### config.mk
export PLATFORM = sky130hd
export DESIGN_NAME = controlFsm
export DESIGN_NICKNAME = d
export VERILOG_FILES = /design/src/hdl/rvIsaPkg.sv /design/src/hdl/rvCtrlPkg.sv /design/src/hdl/controlFsm.sv
export SDC_FILE = /design/constraint.sdc
export NUM_CORES = 1
export LEC_CHECK = 0
export BUFFER_PORTS_ARGS = -buffer_cell sky130_fd_sc_hd__buf_2
export CELL_PAD_IN_SITES_DETAIL_PLACEMENT = 0
export CELL_PAD_IN_SITES_GLOBAL_PLACEMENT = 1
export CORE_MARGIN = 2
export CORE_UTILIZATION = 29
export CTS_CLUSTER_SIZE = 40
export DETAILED_ROUTE_END_ITERATION = 8
export PLACE_DENSITY = 0.83
export RECOVER_POWER = 25
export SLEW_MARGIN = 20
export SYNTH_ARGS = -nofsm -noshare
export SYNTH_HDL_FRONTEND = slang
export SYNTH_SLANG_ARGS = --single-unit
### constraint.sdc
create_clock -name clk -period 1.4 [get_ports clk]
set_clock_uncertainty 0.1 [all_clocks]
set_input_delay 0.14 -clock clk [delete_from_list [all_inputs] [get_ports clk]]
set_output_delay 0.14 -clock clk [all_outputs]
set_load 0.05 [all_outputs]
### src/hdl/rvIsaPkg.sv
/* RV32I subset ISA definitions */
package rvIsaPkg;

	parameter int xlen = 32;

	typedef logic [xlen-1:0] word_t;

	// major opcodes of the supported subset
	typedef enum logic [6:0] {
		rType      = 7'b0110011,
		iTypeLogic = 7'b0010011,
		iTypeLoad  = 7'b0000011,
		sType      = 7'b0100011,
		bType      = 7'b1100011,
		jType      = 7'b1101111
	} opcode_t;

	// funct3 encodings shared by R-type and I-type logic
	localparam logic [2:0] f3AddSub = 3'b000;
	localparam logic [2:0] f3Slt    = 3'b010;
	localparam logic [2:0] f3Or     = 3'b110;
	localparam logic [2:0] f3And    = 3'b111;

	// operation actually performed by the ALU
	typedef enum logic [2:0] {
		aluAdd,
		aluSub,
		aluAnd,
		aluOr,
		aluSlt
	} aluOp_t;

	// request from the FSM, refined by the funct fields
	typedef enum logic [1:0] {
		addOnly   = 2'b00,
		branchSub = 2'b01,
		rFunct    = 2'b10,
		iFunct    = 2'b11
	} aluCtrl_t;

endpackage

### src/hdl/rvCtrlPkg.sv
/* Core control and APB types */
package rvCtrlPkg;

	typedef enum logic [3:0] {
		stIdle,
		stFetch,
		stDecode,
		stExecuteR,
		stExecuteI,
		stUncondJump,
		stMemAdr,
		stMemRead,
		stMemWrite,
		stMemWb,
		stAluWb,
		stBranchIfEq,
		stIllegal
	} fsmState_t;

	typedef enum logic [1:0] {srcAPc, srcAOldPc, srcARd1} aluSrcA_t;
	typedef enum logic [1:0] {srcBRd2, srcBImm, srcBFour} aluSrcB_t;
	typedef enum logic [1:0] {resAluOut, resMemData, resAluResult} resultSrc_t;

	// all zero means no write of any kind
	typedef struct packed {
		logic adrSrc;
		logic irWrite;
		logic regWrite;
		logic pcUpdate;
		logic memWrite;
		aluSrcA_t aluSrcA;
		aluSrcB_t aluSrcB;
		rvIsaPkg::aluCtrl_t aluCtrl;
		resultSrc_t resultSrc;
	} ctrlSignals_t;

	typedef struct packed {
		logic psel;
		logic penable;
		logic pwrite;
		logic [7:0] paddr;
		rvIsaPkg::word_t pwdata;
	} apbReq_t;

	typedef struct packed {
		rvIsaPkg::word_t prdata;
		logic pready;
		logic pslverr;
	} apbRsp_t;

endpackage

### src/hdl/controlFsm.sv
/* Multicycle control FSM */
`timescale 1ns/1ps

module controlFsm (
	input logic clk,
	input logic reset,
	input logic run,
	input rvIsaPkg::opcode_t opcode,
	input logic zero,
	output rvCtrlPkg::ctrlSignals_t ctrl,
	output logic retire,
	output logic idle,
	output logic illegal
);
	import rvIsaPkg::*;
	import rvCtrlPkg::*;

	fsmState_t state;
	fsmState_t nextState;
	fsmState_t endState;

	// where an instruction goes once it is done
	assign endState = run ? stFetch : stIdle;

	always_comb begin
		case (state)
			stIdle: nextState = run ? stFetch : stIdle;
			stFetch: nextState = stDecode;
			stDecode: begin
				case (opcode)
					rType: nextState = stExecuteR;
					iTypeLogic: nextState = stExecuteI;
					iTypeLoad, sType: nextState = stMemAdr;
					bType: nextState = stBranchIfEq;
					jType: nextState = stUncondJump;
					default: nextState = stIllegal;
				endcase
			end
			stExecuteR: nextState = stAluWb;
			stExecuteI: nextState = stAluWb;
			stUncondJump: nextState = stAluWb;
			stMemAdr: nextState = (opcode == iTypeLoad) ? stMemRead : stMemWrite;
			stMemRead: nextState = stMemWb;
			stMemWb: nextState = endState;
			stMemWrite: nextState = endState;
			stAluWb: nextState = endState;
			stBranchIfEq: nextState = endState;
			// sticky until software drops run
			stIllegal: nextState = run ? stIllegal : stIdle;
			default: nextState = stIdle;
		endcase
	end

	always_ff @(posedge clk) begin
		if (reset) begin
			state <= stIdle;
		end else begin
			state <= nextState;
		end
	end

	always_comb begin
		ctrl = '0;
		case (state)
			stFetch: begin
				// load IR and step PC by 4
				ctrl.irWrite = 1'b1;
				ctrl.aluSrcA = srcAPc;
				ctrl.aluSrcB = srcBFour;
				ctrl.aluCtrl = addOnly;
				ctrl.resultSrc = resAluResult;
				ctrl.pcUpdate = 1'b1;
			end
			stDecode: begin
				// branch or jump target into ALUOut
				ctrl.aluSrcA = srcAOldPc;
				ctrl.aluSrcB = srcBImm;
				ctrl.aluCtrl = addOnly;
			end
			stExecuteR: begin
				ctrl.aluSrcA = srcARd1;
				ctrl.aluSrcB = srcBRd2;
				ctrl.aluCtrl = rFunct;
			end
			stExecuteI: begin
				ctrl.aluSrcA = srcARd1;
				ctrl.aluSrcB = srcBImm;
				ctrl.aluCtrl = iFunct;
			end
			stUncondJump: begin
				// PC takes the target, ALU forms the link value
				ctrl.aluSrcA = srcAOldPc;
				ctrl.aluSrcB = srcBFour;
				ctrl.aluCtrl = addOnly;
				ctrl.resultSrc = resAluOut;
				ctrl.pcUpdate = 1'b1;
			end
			stMemAdr: begin
				ctrl.aluSrcA = srcARd1;
				ctrl.aluSrcB = srcBImm;
				ctrl.aluCtrl = addOnly;
			end
			stMemRead: begin
				ctrl.adrSrc = 1'b1;
			end
			stMemWrite: begin
				ctrl.adrSrc = 1'b1;
				ctrl.memWrite = 1'b1;
			end
			stMemWb: begin
				ctrl.resultSrc = resMemData;
				ctrl.regWrite = 1'b1;
			end
			stAluWb: begin
				ctrl.resultSrc = resAluOut;
				ctrl.regWrite = 1'b1;
			end
			stBranchIfEq: begin
				ctrl.aluSrcA = srcARd1;
				ctrl.aluSrcB = srcBRd2;
				ctrl.aluCtrl = branchSub;
				ctrl.resultSrc = resAluOut;
				// only output that looks at an input
				ctrl.pcUpdate = zero;
			end
			default: ctrl = '0;
		endcase
	end

	assign retire = (state == stAluWb) || (state == stMemWb) ||
		(state == stMemWrite) || (state == stBranchIfEq);
	assign idle = (state == stIdle);
	assign illegal = (state == stIllegal);

endmodule

==> metrics.cfg <==
[logic_synthesis]
syn_inst = 74
syn-cell-area_sq_um = 520
synthFlopType = dfxtp_1
synthTopCellsByArea = dfxtp_1 (15%), nor2_1 (7.9%), nand2b_1 (6.0%), nand2_1 (5.8%), nand4bb_4 (5.3%)
yosys.area.top_type = dfxtp_1
yosysMostFrequentCell = nor2_1
ys_seq_area_share_pct = 15.4
synth_cell_type_count = 29
synth_nets = 85
synth-seq-cells = 4
ys_warn_count = 0
synthTopCellsByCount = nor2_1 (11), nand2_1 (8), inv_1 (5), nand2b_1 (5)
yosysTopAreaCellShare_pct = 15.4
async_flop_share_pct = 0
synth_edf_count = 0
syn_area_per_cell_sq_um = 7.03

[place]
pre_cts_slack_ns = -0.00264
io_buffers = 26
place_congestion = 0.750
hpwl_um = 1250

[global_routing]
grt_pass1_vias = 673
grt_start_max_net_pins = 13
grt_overflow = 0
track_usage_pct = 17.6
grt_pass1_wl_um = 2730
antenna_found_initial = 0

[routing]
wl_per_cell_um = 12.0
viasPerCell = 5.15
drtPass1Iterations = 4
remaining_drc_errors = 0
drt_iter0_drc = 11
ant_nets = 0
wl_um = 1740
vias = 741

[layout]
antenna_cells = 0
top_register = state
largest_reg_flops = 4
nets = 132
areaGrowthSynthToFinish_pct = 117
top_regs = state (4)
drive_gt1_share_pct = 69.7

[power_and_ir_drop]
p_comb_share_pct = 62.4
p_leak_uw = 0.000448
p_per_area_nw_per_um2 = 666
p_clk_share_pct = 19.6
max-vdd-ir-drop_v = 0.000330
internal-power_uw = 419
seqPwrFrac_pct = 18.0
power.switching_uw = 332
p_sw_share_pct = 44.2

[floorplan]
pin_count = 27
core_area_sq_um = 1710
dieArea_sq_um = 2150
die_h_um = 46.4
initial_utilization_pct = 30.5
num_rows = 15
die_w_um = 46.4

[timing]
period_share_pct = 110
hold_ws_ns = 0.0849
fmax_mhz = 652
slew_violations = 0
post-route-min-period_ns = 1.53
slew_headroom_pct = 77.3
setup_viol = 15
timing_hold_violations_final = 0
max_slew.worst_pin.slew_ns = 0.337
worst_slack_ns = -0.133
rsz0062_at_grt = yes

[worst_setup_path]
critPathKind = flip-flop to output port
cp-end-kind = output port
crit_required_ns = 1.16
worstPathArrival_ns = 1.29
cp_max_fo = 5
start_kind = flip-flop

[flow_run]
drv_cap = 0

[run_status]
violations = setup timing
status = finished with violations

[cts]
cts_made_buffers = 3
clk_pin_slew_ns = 0.04
cts_tree = yes
root_buffer = clkbuf_4
clock_sinks = 4
cts_max_level = 1
max-clock-path-buffers = 2
worstSkewPairLatency_ns = 0.24

[hold_path]
min_path_type = input pin to flip-flop

-- through the flow --
stage          total power, uW  area (sq um)  std cells  setup TNS [ns]  util (%)
5_1_grt                    778          1130        144           -1.41      66.0
4_1_cts                    715          1040        141          -0.733      61.1
3_3_place_gp               484           835        133               0      48.9
3_5_place_dp               489           835        133        -0.00264      48.9
6_report                   750          1130        144          -0.971      66.0
2_1_floorplan              400           619         74          -0.897         -
-- critical path, cell delays in order (launching register included) --
cell     delay (ns)
dfxtp_2        0.33
buf_6          0.12
or2_4          0.27
o22ai_2        0.14
buf_6          0.18
-- worst paths after layout --
kind | start | end | slack, ns | depth (start not counted)
setup / recovery | state[0] | ctrl[12] | -0.13 | 4
setup reg to reg | state[0] | state[2] | 0.08 | 4
hold / removal | run | state[2] | 0.08 | 3
hold reg to reg | state[3] | state[1] | 0.55 | 2
-- kinds of logic (layout without fill, tap and decap cells) --
group / after synthesis / in the layout / synth area share (%)
muxes: 1 / 1 / 1.92
DFF: 4 / 4 / 15.4
xor gates and xnor gates: 2 / 2 / 3.37
buffers and inverters: 10 / 55 / 10.1
and+or+nand+nor: 37 / 37 / 42.5
AOI/OAI and AO/OA: 20 / 20 / 26.7
-- power groups by stage --
stage	clock (uW)	combinational, uW	sequential (uW)
2_1_floorplan	0	268	133
3_3_place_gp	0	348	136
3_5_place_dp	0	352	137
4_1_cts	147	432	136
5_1_grt	147	494	137
6_report	147	468	135
-- repair_timing --
action	in CTS	in global routing
pin swaps	6	5
endpoints found under the hold margin	1	0
endpoints found under the setup margin	15	15
setup buffers	4	3
resized for setup	44	21
hold buffers	1	0
-- layout make-up --
type	count	area (sq um)
repair buffers	47	418
well taps	25	31.3
inverters	5	22.5
flip-flops and latches	4	87.6
clock buffers	3	22.5
multi-input cells	60	546
fillers	127	581
-- cells in the final DEF (no fill, tap or decap), drive strengths merged, types with 3 or more instances in the layout --
master	netlist	final
a21oi	4	4
a31oi	4	4
buf	5	46
clkbuf	0	3
dfxtp	4	4
inv	5	4
nand2	8	8
nand2b	5	5
nor2	11	11
nor3	4	4
o22ai	3	3
-- per-layer routing --
| layer | routed length, um | GRT usage (%) |
|---|---|---|
| met1 | 659 | 17.3 |
| met2 | 947 | 35.0 |
| met3 | 97 | 3.14 |
| met4 | 31 | 7.43 |
| met5 | 0 | 0 |
Note: power is estimated with default switching activity, not from simulation.
