## config.mk

```make
export PLATFORM = sky130hd
export DESIGN_NAME = debugRegs
export DESIGN_NICKNAME = d
export VERILOG_FILES = /design/src/hdl/rvIsaPkg.sv /design/src/hdl/rvCtrlPkg.sv /design/src/hdl/debugRegs.sv
export SDC_FILE = /design/constraint.sdc
export NUM_CORES = 1
export LEC_CHECK = 0
export BUFFER_PORTS_ARGS = -buffer_cell sky130_fd_sc_hd__buf_2
export CAP_MARGIN = 25
export CORE_ASPECT_RATIO = 2
export CORE_UTILIZATION = 40
export DETAILED_ROUTE_END_ITERATION = 7
export GPL_TIMING_DRIVEN = 0
export PLACE_DENSITY = 0.75
export SLEW_MARGIN = 20
export SYNTH_ARGS = -nofsm -noshare
export SYNTH_HDL_FRONTEND = slang
export SYNTH_SLANG_ARGS = --single-unit
```

## constraint.sdc

```tcl
create_clock -name clk -period 4.71 [get_ports clk]
set_input_delay 0.942 -clock clk [delete_from_list [all_inputs] [get_ports clk]]
set_output_delay 0.942 -clock clk [all_outputs]
set_load 0.01 [all_outputs]
```

## src/hdl/rvIsaPkg.sv

```systemverilog
/* RV32I subset ISA definitions */
package rvIsaPkg;

	parameter int xlen = 32;

	typedef logic [xlen-1:0] word_t;

	// major opcodes of the supported subset
	typedef enum logic [6:0] {
		rType      = 7'b0110011,
		iTypeLogic = 7'b0010011,
		iTypeLoad  = 7'b0000011,
		sType      = 7'b0100011,
		bType      = 7'b1100011,
		jType      = 7'b1101111
	} opcode_t;

	// funct3 encodings shared by R-type and I-type logic
	localparam logic [2:0] f3AddSub = 3'b000;
	localparam logic [2:0] f3Slt    = 3'b010;
	localparam logic [2:0] f3Or     = 3'b110;
	localparam logic [2:0] f3And    = 3'b111;

	// operation actually performed by the ALU
	typedef enum logic [2:0] {
		aluAdd,
		aluSub,
		aluAnd,
		aluOr,
		aluSlt
	} aluOp_t;

	// request from the FSM, refined by the funct fields
	typedef enum logic [1:0] {
		addOnly   = 2'b00,
		branchSub = 2'b01,
		rFunct    = 2'b10,
		iFunct    = 2'b11
	} aluCtrl_t;

endpackage

```

## src/hdl/rvCtrlPkg.sv

```systemverilog
/* Core control and APB types */
package rvCtrlPkg;

	typedef enum logic [3:0] {
		stIdle,
		stFetch,
		stDecode,
		stExecuteR,
		stExecuteI,
		stUncondJump,
		stMemAdr,
		stMemRead,
		stMemWrite,
		stMemWb,
		stAluWb,
		stBranchIfEq,
		stIllegal
	} fsmState_t;

	typedef enum logic [1:0] {srcAPc, srcAOldPc, srcARd1} aluSrcA_t;
	typedef enum logic [1:0] {srcBRd2, srcBImm, srcBFour} aluSrcB_t;
	typedef enum logic [1:0] {resAluOut, resMemData, resAluResult} resultSrc_t;

	// all zero means no write of any kind
	typedef struct packed {
		logic adrSrc;
		logic irWrite;
		logic regWrite;
		logic pcUpdate;
		logic memWrite;
		aluSrcA_t aluSrcA;
		aluSrcB_t aluSrcB;
		rvIsaPkg::aluCtrl_t aluCtrl;
		resultSrc_t resultSrc;
	} ctrlSignals_t;

	typedef struct packed {
		logic psel;
		logic penable;
		logic pwrite;
		logic [7:0] paddr;
		rvIsaPkg::word_t pwdata;
	} apbReq_t;

	typedef struct packed {
		rvIsaPkg::word_t prdata;
		logic pready;
		logic pslverr;
	} apbRsp_t;

endpackage

```

## src/hdl/debugRegs.sv

```systemverilog
/* APB debug registers */
`timescale 1ns/1ps

module debugRegs #(
	parameter int memWords = 256
) (
	input logic clk,
	input logic reset,
	input rvCtrlPkg::apbReq_t apbReq,
	input logic retire,
	input logic idle,
	input logic illegal,
	input rvIsaPkg::word_t dbgRdata,
	output rvCtrlPkg::apbRsp_t apbRsp,
	output logic run,
	output logic [$clog2(memWords)-1:0] dbgAddr,
	output rvIsaPkg::word_t dbgWdata,
	output logic dbgWe
);
	import rvIsaPkg::*;

	localparam int addrBits = $clog2(memWords);
	localparam logic [7:0] offCtrl = 8'h00;
	localparam logic [7:0] offStatus = 8'h04;
	localparam logic [7:0] offRetired = 8'h08;
	localparam logic [7:0] offMemAddr = 8'h0C;
	localparam logic [7:0] offMemData = 8'h10;

	logic access;
	logic mapped;
	logic memDataRead;
	logic memRdWait;
	logic done;
	logic [addrBits-1:0] winAddr;
	word_t retired;
	logic idleQ;
	logic illegalQ;

	assign access = apbReq.psel & apbReq.penable;
	assign mapped = apbReq.paddr inside {offCtrl, offStatus, offRetired, offMemAddr,
		offMemData};
	assign memDataRead = access & ~apbReq.pwrite & (apbReq.paddr == offMemData);
	// one wait state for window reads
	assign done = access & (~memDataRead | memRdWait);

	always_comb begin
		apbRsp.pready = done;
		apbRsp.pslverr = done & ~mapped;
		case (apbReq.paddr)
			offCtrl: apbRsp.prdata = word_t'(run);
			offStatus: apbRsp.prdata = word_t'({illegalQ, idleQ});
			offRetired: apbRsp.prdata = retired;
			offMemAddr: apbRsp.prdata = word_t'(winAddr);
			offMemData: apbRsp.prdata = dbgRdata;
			default: apbRsp.prdata = '0;
		endcase
	end

	assign dbgAddr = winAddr;
	assign dbgWdata = apbReq.pwdata;
	assign dbgWe = done & apbReq.pwrite & (apbReq.paddr == offMemData);

	always_ff @(posedge clk) begin
		if (reset) begin
			run <= 1'b0;
			winAddr <= '0;
			retired <= '0;
			idleQ <= 1'b1;
			illegalQ <= 1'b0;
			memRdWait <= 1'b0;
		end else begin
			idleQ <= idle;
			illegalQ <= illegal;
			memRdWait <= memDataRead & ~memRdWait;
			if (retire) begin
				retired <= retired + 1'b1;
			end
			if (done & apbReq.pwrite & (apbReq.paddr == offCtrl)) begin
				run <= apbReq.pwdata[0];
				// new run starts a fresh count
				if (apbReq.pwdata[0] & ~run) begin
					retired <= '0;
				end
			end
			if (done & apbReq.pwrite & (apbReq.paddr == offMemAddr)) begin
				winAddr <= addrBits'(apbReq.pwdata % memWords);
			end else if (done & (apbReq.paddr == offMemData)) begin
				winAddr <= (winAddr == addrBits'(memWords - 1)) ? '0 : winAddr + 1'b1;
			end
		end
	end

endmodule

```

==> flow_summary.ini <==
[floorplan]
dieArea_um2 = 7480
coreArea_um2 = 6890
io_pins = 156
die_x_um = 61.7
die_h_um = 121
initial_utilization_pct = 41.3
core.rowCount = 43

[placed_design]
placed_cells = 576
dpl.hpwl_um = 6840
io_buffers = 131
gp_congestion = 0.897

[logic_synthesis]
synth-seq-area-share_pct = 30.9
synth_nets = 437
ys_ff_latch = 44
synth_edf_count = 0
syn_avg_cell_area_um2 = 8.02
synth_area_um2 = 2850
synth_ff_type = dfxtp_1
synthArstFlopShare_pct = 0
synthCells = 355
yosys_warnings = 0
ys_types = 45

[clock_tree]
cts_tree = done
post_cts_buffers = 0
htreeDepth = 2
ctsHoldBuffers = 0
cts_buffers = 5
clk_pin_slew_ns = 0.06
cts_max_path_buffers = 2
cts-resized-gates = 0
cts_sinks = 44
clkLatencyLatePin_ns = 0.29
root_buffer = clkbuf_16

[worst_setup_path]
reg2reg_depth = 6
slowest_stage = clkbuf_1
arrival_ns = 3.27
r2r_slack_ns = 2.61
cp_cell_sequence = buf_2 > or3_1 > nor3_1 > and3_1 > clkbuf_1 > clkbuf_1 > a21oi_1 > buf_4 > buf_2
start_kind = input pin
path_delay_family = buffers and inverters
worst-path-buf-inv = 5
critical_path_required_ns = 3.77
critPathMaxFanout = 10
crit_type = input pin to primary output
endpoint_kind = primary output
r2r_start = retired[13]
r2r_end = retired[27]
cp_slowest_stage_delay_ns = 0.56

[grt]
grt_use_total_pct = 23.5
overflow = 0
first_global_vias = 2803
antenna_found_initial = 0
grt_max_degree = 13
grt_pass1_wl_um = 12800

[route]
num_vias = 3085
wl_um = 8480
avgRoutedWirePerCell_um = 14.5
drt_first_pass_iters = 5
final_antenna_net_count = 0
drtIter0Drc = 144
remaining_drc_errors = 0
viasPerCell = 5.28

[power_and_ir_drop]
leakage_uw = 0.00169
ir_drop_v = 0.000165
total_power_uw = 832
cellPowerDensity_nw_per_um2 = 221

[worst_hold_path]
holdPathEnd = retired[16]
hold_path.class = flop to flop
hold_depth = 2
holdCritStartpoint = retired[16]

[cells_and_area]
seqCellArea_um2 = 881
diodes = 0
final_cells = 584
multi_input_area_um2 = 1560
fillers = 731
drive_above_1_share_pct = 37.2
nNetsFinal = 575
area_growth_pct = 32.1

[sta]
fmax_mhz = 238
hold_violations = 0
worst_pin_slew_ns = 0.874
fin_crit_ns = 4.21
setup_violations = 0
slew_viol_final = 0
rsz0062_at_grt = false
fin_worst_skew_ns = 0.00195
setup-tns-final_ns = 0
slew_headroom_pct = 41.3
min_period_over_period_pct = 89.3

[outcome]
outcome = completed

[job]
max_cap_viol_count = 0
[Yosys cell counts (3+ instances only)]
cell      instances  area (um2)
dfxtp_1          44         881
nor2_1           40         150
buf_4            33         248
a22o_1           24         210
xnor2_1          24         210
nand2_1          23        86.3
nor3_1           18        90.1
inv_1            15        56.3
clkbuf_1         14        52.6
nand3_1          13        65.1
nor4_1            9        56.3
a21oi_1           8        40.0
nand4_1           8        50.1
and3_1            7        43.8
a222oi_1          6        60.1
o21ai_0           6        30.0
or2_2             6        37.5
xor2_1            6        52.6
a22oi_1           5        37.5
or3_1             5        31.3
and4_1            4        35.0
and2_1            3        18.8
buf_6             3        33.8
nor2b_1           3        18.8
[power by group]
part | total, uW | internal (uW) | switching (uW) | leakage (uW)
clock | 352 | 212 | 141 | 0.0000712
sequential | 377 | 375 | 2.30 | 0.000355
combinational | 102 | 55.5 | 46.4 | 0.00126
total | 832 | 642 | 190 | 0.00169
[cell usage in the layout (no fill, tap or decap), types with 2 or more instances in the layout]
master     count
dfxtp_1       44
nand2_1       23
buf_1          2
nand3_1       13
clkbuf_16      5
buf_6          3
buf_2        132
clkbuf_1      16
nor3_1        18
nand2b_1       2
and2_1         3
nor2b_1        3
a22oi_1        5
or3_1          5
a221o_1        2
nor2_1        40
ha_1           2
or2_2          6
nor4_1         9
o21ai_0        6
a21oi_1        8
buf_4         33
nand4_1        8
inv_1         15
mux2i_1        2
and4_1         4
or4_1          2
a222oi_1       6
and3_1         7
a211o_1        2
xnor2_1       24
a22o_1        24
xor2_1         6
[layout make-up]
cell class	instances	area share (%)
Sequential cell	44	23.4
Timing Repair Buffer	131	17.4
Multi-Input combinational cell	243	41.6
Clock buffer	8	3.89
Inverter	15	1.50
Tap cell	90	2.99
Buffer	53	9.21
[through the flow]
stage / hold slack, ns / setup slack [ns] / utilization (%) / cell area (um2)
final: 0.518 / 0.502 / 54.6 / 3760
after floorplan: 0.471 / 1.15 / - / 2850
after CTS: 0.524 / 0.446 / 54.6 / 3760
after global routing: 0.566 / 0.312 / 54.6 / 3760
after global placement: 0.491 / 0.439 / 52.5 / 3610
after detailed placement: 0.512 / 0.452 / 52.5 / 3610
[state kept, by name (all words and copies together) (netlist names)]
register,flops
idleQ,1
retired,32
run,1
memRdWait,1
illegalQ,1
dbgAddr,8
[worst max path at each step]
stage / end / cells past startpoint / startpoint
after floorplan: apbRsp[4] / 7 / apbReq[37]
after global placement: apbRsp[1] / 9 / apbReq[37]
after detailed placement: apbRsp[1] / 9 / apbReq[37]
after CTS: apbRsp[1] / 9 / apbReq[37]
after global routing: apbRsp[6] / 9 / apbReq[37]
final: apbRsp[1] / 9 / apbReq[37]
[worst register-to-register path: stages (launching register included)]
cell,delay (ns)
dfxtp_1,0.42
nand4_1,0.22
or4_1,0.54
clkbuf_1,0.22
nor4_1,0.38
xnor2_1,0.17
nor2_1,0.05
[cells by family (layout without fill, tap and decap cells)]
logic type / after synthesis / count (layout) / share of synthesized area, %
AND/OR/NAND/NOR: 147 / 147 / 26.4
XOR/XNOR: 30 / 30 / 9.23
flip-flops: 44 / 44 / 30.9
AO/OA/AOI/OAI: 61 / 61 / 17.3
buffers and inverters: 68 / 207 / 14.2
adder cells (fa/ha/maj): 2 / 2 / 0.879
multiplexers: 3 / 3 / 1.10
[layer usage]
layer  part of all wire (%)  GRT usage, %  wire length (um)  vias up
met5                      0             0                 0        -
li1                       -             -                 -     1509
met1                     34          22.3              2860     1401
met3                    5.7          3.41               482       23
met2                     56          44.0              4760      152
met4                    4.4          14.0               374        0
Note: power is estimated with default switching activity, not from simulation.
