--- src/hdl/rvIsaPkg.sv ---
/* RV32I subset ISA definitions */
package rvIsaPkg;

	parameter int xlen = 32;

	typedef logic [xlen-1:0] word_t;

	// major opcodes of the supported subset
	typedef enum logic [6:0] {
		rType      = 7'b0110011,
		iTypeLogic = 7'b0010011,
		iTypeLoad  = 7'b0000011,
		sType      = 7'b0100011,
		bType      = 7'b1100011,
		jType      = 7'b1101111
	} opcode_t;

	// funct3 encodings shared by R-type and I-type logic
	localparam logic [2:0] f3AddSub = 3'b000;
	localparam logic [2:0] f3Slt    = 3'b010;
	localparam logic [2:0] f3Or     = 3'b110;
	localparam logic [2:0] f3And    = 3'b111;

	// operation actually performed by the ALU
	typedef enum logic [2:0] {
		aluAdd,
		aluSub,
		aluAnd,
		aluOr,
		aluSlt
	} aluOp_t;

	// request from the FSM, refined by the funct fields
	typedef enum logic [1:0] {
		addOnly   = 2'b00,
		branchSub = 2'b01,
		rFunct    = 2'b10,
		iFunct    = 2'b11
	} aluCtrl_t;

endpackage

--- src/hdl/rvCtrlPkg.sv ---
/* Core control and APB types */
package rvCtrlPkg;

	typedef enum logic [3:0] {
		stIdle,
		stFetch,
		stDecode,
		stExecuteR,
		stExecuteI,
		stUncondJump,
		stMemAdr,
		stMemRead,
		stMemWrite,
		stMemWb,
		stAluWb,
		stBranchIfEq,
		stIllegal
	} fsmState_t;

	typedef enum logic [1:0] {srcAPc, srcAOldPc, srcARd1} aluSrcA_t;
	typedef enum logic [1:0] {srcBRd2, srcBImm, srcBFour} aluSrcB_t;
	typedef enum logic [1:0] {resAluOut, resMemData, resAluResult} resultSrc_t;

	// all zero means no write of any kind
	typedef struct packed {
		logic adrSrc;
		logic irWrite;
		logic regWrite;
		logic pcUpdate;
		logic memWrite;
		aluSrcA_t aluSrcA;
		aluSrcB_t aluSrcB;
		rvIsaPkg::aluCtrl_t aluCtrl;
		resultSrc_t resultSrc;
	} ctrlSignals_t;

	typedef struct packed {
		logic psel;
		logic penable;
		logic pwrite;
		logic [7:0] paddr;
		rvIsaPkg::word_t pwdata;
	} apbReq_t;

	typedef struct packed {
		rvIsaPkg::word_t prdata;
		logic pready;
		logic pslverr;
	} apbRsp_t;

endpackage

--- src/hdl/aluUnit.sv ---
/* ALU decoder and ALU */
`timescale 1ns/1ps

module aluUnit (
	input rvIsaPkg::aluCtrl_t aluCtrl,
	input logic [2:0] funct3,
	input logic funct7b5,
	input rvIsaPkg::word_t srcA,
	input rvIsaPkg::word_t srcB,
	output rvIsaPkg::word_t result,
	output logic zero
);
	import rvIsaPkg::*;

	aluOp_t aluOp;

	always_comb begin
		case (aluCtrl)
			addOnly: aluOp = aluAdd;
			branchSub: aluOp = aluSub;
			default: begin
				case (funct3)
					// sub exists only in R-type
					f3AddSub: aluOp = (aluCtrl == rFunct && funct7b5) ? aluSub : aluAdd;
					f3Slt: aluOp = aluSlt;
					f3Or: aluOp = aluOr;
					f3And: aluOp = aluAnd;
					default: aluOp = aluAdd;
				endcase
			end
		endcase
	end

	always_comb begin
		case (aluOp)
			aluSub: result = srcA - srcB;
			aluAnd: result = srcA & srcB;
			aluOr: result = srcA | srcB;
			aluSlt: result = ($signed(srcA) < $signed(srcB)) ? word_t'(1) : '0;
			default: result = srcA + srcB;
		endcase
	end

	assign zero = (result == '0);

endmodule

--- src/hdl/regFile.sv ---
/* Integer register file */
`timescale 1ns/1ps

module regFile (
	input logic clk,
	input logic reset,
	input logic we,
	input logic [4:0] ra1,
	input logic [4:0] ra2,
	input logic [4:0] wa,
	input rvIsaPkg::word_t wd,
	output rvIsaPkg::word_t rd1,
	output rvIsaPkg::word_t rd2
);
	import rvIsaPkg::*;

	word_t regs [32];

	always_ff @(posedge clk) begin
		if (reset) begin
			for (int i = 0; i < 32; i++) begin
				regs[i] <= '0;
			end
		end else if (we && wa != 5'd0) begin
			regs[wa] <= wd;
		end
	end

	// x0 always reads zero
	assign rd1 = (ra1 == 5'd0) ? '0 : regs[ra1];
	assign rd2 = (ra2 == 5'd0) ? '0 : regs[ra2];

endmodule

--- src/hdl/coreDatapath.sv ---
/* Multicycle core datapath */
`timescale 1ns/1ps

module coreDatapath (
	input logic clk,
	input logic reset,
	input rvCtrlPkg::ctrlSignals_t ctrl,
	input rvIsaPkg::word_t memRdata,
	output rvIsaPkg::word_t memAddr,
	output rvIsaPkg::word_t memWdata,
	output logic memWe,
	output rvIsaPkg::opcode_t opcode,
	output logic zero
);
	import rvIsaPkg::*;
	import rvCtrlPkg::*;

	word_t pcReg;
	word_t oldPcReg;
	word_t irReg;
	logic irLoad;
	word_t aReg;
	word_t bReg;
	word_t aluOutReg;
	word_t instr;
	word_t rd1Val;
	word_t rd2Val;
	word_t immVal;
	word_t srcA;
	word_t srcB;
	word_t aluResult;
	word_t result;

	// synchronous memory returns the fetched word during decode,
	// so decode sees it directly and IR holds it from then on
	assign instr = irLoad ? memRdata : irReg;
	assign opcode = opcode_t'(instr[6:0]);

	always_ff @(posedge clk) begin
		if (reset) begin
			pcReg <= '0;
			irLoad <= 1'b0;
		end else begin
			irLoad <= ctrl.irWrite;
			if (ctrl.pcUpdate) begin
				pcReg <= result;
			end
		end
	end

	always_ff @(posedge clk) begin
		if (ctrl.irWrite) begin
			oldPcReg <= pcReg;
		end
		if (irLoad) begin
			irReg <= memRdata;
		end
		aReg <= rd1Val;
		bReg <= rd2Val;
		aluOutReg <= aluResult;
	end

	regFile regs0 (
		.clk(clk),
		.reset(reset),
		.we(ctrl.regWrite),
		.ra1(instr[19:15]),
		.ra2(instr[24:20]),
		.wa(instr[11:7]),
		.wd(result),
		.rd1(rd1Val),
		.rd2(rd2Val)
	);

	// immediate format follows the opcode
	always_comb begin
		case (opcode)
			iTypeLogic, iTypeLoad: immVal = {{20{instr[31]}}, instr[31:20]};
			sType: immVal = {{20{instr[31]}}, instr[31:25], instr[11:7]};
			bType: immVal = {{19{instr[31]}}, instr[31], instr[7], instr[30:25],
				instr[11:8], 1'b0};
			jType: immVal = {{11{instr[31]}}, instr[31], instr[19:12], instr[20],
				instr[30:21], 1'b0};
			default: immVal = '0;
		endcase
	end

	always_comb begin
		case (ctrl.aluSrcA)
			srcAOldPc: srcA = oldPcReg;
			srcARd1: srcA = aReg;
			default: srcA = pcReg;
		endcase
		case (ctrl.aluSrcB)
			srcBImm: srcB = immVal;
			srcBFour: srcB = word_t'(4);
			default: srcB = bReg;
		endcase
	end

	aluUnit alu0 (
		.aluCtrl(ctrl.aluCtrl),
		.funct3(instr[14:12]),
		.funct7b5(instr[30]),
		.srcA(srcA),
		.srcB(srcB),
		.result(aluResult),
		.zero(zero)
	);

	// memory output register doubles as the data register
	always_comb begin
		case (ctrl.resultSrc)
			resMemData: result = memRdata;
			resAluResult: result = aluResult;
			default: result = aluOutReg;
		endcase
	end

	assign memAddr = ctrl.adrSrc ? aluOutReg : pcReg;
	assign memWdata = bReg;
	assign memWe = ctrl.memWrite;

endmodule

--- config.mk ---
export PLATFORM = sky130hd
export DESIGN_NAME = coreDatapath
export DESIGN_NICKNAME = d
export VERILOG_FILES = /design/src/hdl/rvIsaPkg.sv /design/src/hdl/rvCtrlPkg.sv /design/src/hdl/aluUnit.sv /design/src/hdl/regFile.sv /design/src/hdl/coreDatapath.sv
export SDC_FILE = /design/constraint.sdc
export NUM_CORES = 2
export LEC_CHECK = 0
export BUFFER_PORTS_ARGS = -buffer_cell sky130_fd_sc_hd__buf_2
export CAP_MARGIN = 30
export CORE_AREA = 2 2 338 340
export CTS_CLUSTER_SIZE = 14
export DETAILED_ROUTE_END_ITERATION = 16
export DIE_AREA = 0 0 340 342
export PLACE_DENSITY_LB_ADDON = 0.25
export SYNTH_ARGS = -nofsm -noshare
export SYNTH_HDL_FRONTEND = slang
export SYNTH_HIERARCHICAL = 1
export SYNTH_SLANG_ARGS = --single-unit
--- constraint.sdc ---
create_clock -name clk -period 8.7 [get_ports clk]
set_input_delay 0.435 -clock clk [delete_from_list [all_inputs] [get_ports clk]]
set_output_delay 0.435 -clock clk [all_outputs]
set_load 0.01 [all_outputs]
==> flow_summary.toml <==
[status]
status = "finished, final reports clean"

[logic_synthesis]
synth.distinct_cells = 87
synth.most_common_cell = "edfxtp_1"
syn_inst = 5008
synth_area_sq_mm = 0.0671
async_reset_ff_share_pct = 0
synth_flop_cell = "edfxtp_1"
yosysTopAreaCell = "edfxtp_1"
synth_area_per_cell_sq_um = 13.4
synth-warning-count = 6
synth-edff-count = 1056
synth_top_area_share_pct = 47.3
synth_area_leaders = "edfxtp_1 (47%), mux4_2 (16%), and2_1 (9.4%), dfxtp_1 (4.8%), mux2i_1 (2.9%)"
synth-seq-cells = 1217
synth_commonest_cells = "edfxtp_1 (1,056), and2_1 (1,004), mux4_2 (472)"
yosysSeqAreaShare_pct = 52.1

[final_layout]
fin_cells = 6590
nNetsFinal = 5120
nFillCells = 8086
finalInstanceArea_sq_mm = 0.0730
sequential_cell_area_sq_mm = 0.0349
multiInputGateArea_sq_mm = 0.0299
syn2layout_area_growth_pct = 8.75
drive_gt1_share_pct = 23.4
final_core_util_pct = 64.5

[critical_path]
cp_slowest_cell = "a2111oi_0"
cp_max_fo = 56
end_kind = "output port"
crit_family = "compound AO/OA/AOI/OAI gates"
critPathMaxStageDelay_ps = 760
crit_chain = "buf_4 -> mux2i_1 -> inv_8 -> o2bb2ai_1 -> a31o_2 -> a22o_2 -> inv_1 -> ha_1 -> nor2_1 -> and2_1 -> a2111oi_1 -> o211ai_1 -> a31oi_1 -> mux2i_1 -> a21o_1 -> a2111oi_0 -> nand4b_1 -> nor4b_2 -> buf_2"
start_kind = "flop"
worst-path-buf-inv = 4
path_class = "flop to output port"
worstPathRequired_ps = 8270
cp_common_cell = "mux2i_1"
crit_arrival_ps = 7300

[clock_network]
ctsResizeCount = 0
cts-root-buf = "clkbuf_16"
clkSlewWorstSetupHoldPaths_ps = 60
numCtsBuffers = 121
clk_latency_ps = 740
clkSinkCount = 1217
cts_tree = "done"
post_cts_buffers = 0
cts_hold_buf = 0
cts_buffer_depth = 3
cts.htree.levels = 3

[placed_design]
gp_congestion = 0.972
post_dp_cell_area_sq_mm = 0.0692
port_buffers = 117
hpwl_um = 142000
dpl.cell_count = 6347

[floorplanning]
die-area_sq_mm = 0.116
ios = 120
rows = 124
core-area_sq_mm = 0.113
die_w_um = 340
start_util_pct = 59.3
die_h_um = 342

[sta]
rsz0062_at_grt = "false"
period_minus_slack_ps = 7740
skew_ps = 39.1
tns_ps = 0
worst_pin_slew_ps = 1080
slew_viol_final = 0
fmax_mhz = 129
final-hold-violation-count = 0
relSlewSlack_pct = 27.9
setup_violations = 0
finalCritPeriodShare_pct = 88.9

[global_routing]
grt_first_pass_wirelength_um = 322000
grt.total_usage_pct = 38.8
grt_start_max_net_pins = 127
grt_pass1_vias = 45500
grt_overflow = 0
antenna_found_initial = 13

[drt]
vias_per_cell = 7.15
postRouteAntennaNets = 0
drc = 0
num_vias = 47100
wl_per_cell_um = 34.7
first_iter_violations = 7180
drt_first_pass_iters = 6
drt_wl_total_um = 228000

[run]
drv_cap = 0

[power_and_ir_drop]
ir_drop_v = 0.000192
leakagePower_nw = 27.0
power_mw = 17.2
power_density_mw_per_mm2 = 236

[worst_hold_path]
min_path_type = "input pin to flop"
==> report_power, final <==
part | internal, mW | total (mW) | switching (mW)
Clock | 2.73 | 4.98 | 2.24
Sequential | 6.80 | 7.15 | 0.349
Combinational | 1.81 | 5.08 | 3.27
==> worst register-to-register path: stages, from the launching register on <==
cell	delay [ps]
dfxtp_2	610
buf_4	460
mux2_2	730
a21oi_1	200
o31ai_1	330
inv_1	110
ha_1	310
nor2b_1	180
o311ai_1	550
a2111oi_0	250
buf_1	190
o31ai_1	400
a21oi_1	180
a221o_1	370
a2111o_1	430
a32oi_1	190
o21ai_0	200
a22oi_1	270
o21ai_2	110
buf_8	210
and2_1	170
==> through the flow <==
stage / hold WS [ps] / setup WS, ps
4_1_cts: 26.4 / 957
2_1_floorplan: 433 / 3450
6_report: 50.0 / 964
5_1_grt: 57.7 / 509
3_3_place_gp: 465 / 1650
3_5_place_dp: 475 / 1750
==> kinds of logic after synthesis <==
kind of cell               synth area share [%]
muxes                                      20.2
xor gates and xnor gates                 0.0392
other                                   0.00559
AOI/OAI and AO/OA                          8.18
DFF                                        52.1
buffers and inverters                      4.03
adders and majority gates                  1.96
and+or+nand+nor                            13.5
==> layer usage <==
layer | GRT usage, % | vias to the layer above | part of all wire (%)
li1 | - | 19000 | -
met1 | 50.3 | 23500 | 35
met2 | 59.2 | 3744 | 45
met3 | 11.3 | 832 | 14
met4 | 21.7 | 10 | 6.3
met5 | 0.531 | - | 0.059
==> final cells by class <==
class / instances / area share [%]
sequential: 1217 / 47.9
timing repair buffer: 296 / 2.86
multi-input combinational: 3217 / 41.0
clock buffer: 166 / 4.49
inverter: 116 / 0.624
clock inverter: 57 / 0.521
tap: 1512 / 2.59
antenna: 9 / 0.0309
==> cells in the final DEF, fill, tap and decap left out, types with 12 or more instances in the layout <==
master,Yosys,final
edfxtp_1,1056,1056
and2_1,1004,1002
mux4_2,472,472
mux2i_1,197,197
dfxtp_1,161,160
buf_4,48,150
nand2_1,135,135
nor2_1,157,125
o22ai_1,123,123
clkbuf_16,0,123
buf_2,53,117
inv_1,113,108
ha_1,102,100
a21oi_1,91,91
mux2_2,85,82
a22oi_1,81,81
nor3_1,79,79
o21ai_0,106,74
a22o_1,63,63
or2_2,39,39
a2111oi_1,42,39
clkbuf_1,345,39
a21o_1,32,32
conb_1,1,32
o21ai_2,0,31
nor2_2,0,31
nor2b_1,30,28
clkinv_1,3,25
nand3_1,25,23
clkinv_2,0,23
a221oi_1,22,22
a2111oi_0,19,19
a211oi_1,18,18
nand2b_1,17,17
nor4_1,15,14
o221a_2,13,13
nand4_1,12,12
==> flip-flops by register name, indices dropped and copies added, names as in the netlist <==
register	cells
aReg	32
memWdata	32
regs0/regs	1024
irReg	32
pcReg	32
oldPcReg	32
aluOutReg	32
irLoad	1
==> path summary, 6_finish.rpt <==
kind	to	cells after the start	slack (ps)	from
max	zero	19	960	irLoad$_SDFF_PP0_
min	irReg[3]$_DFF_P_	2	50	memRdata[3]
max reg2reg	regs0/regs[22][31]$_SDFFCE_PN0P_	20	1970	irLoad$_SDFF_PP0_
min reg2reg	oldPcReg[24]$_DFFE_PP_	0	500	pcReg[24]$_SDFFE_PP0P_
Note: power is estimated with default switching activity, not from simulation.
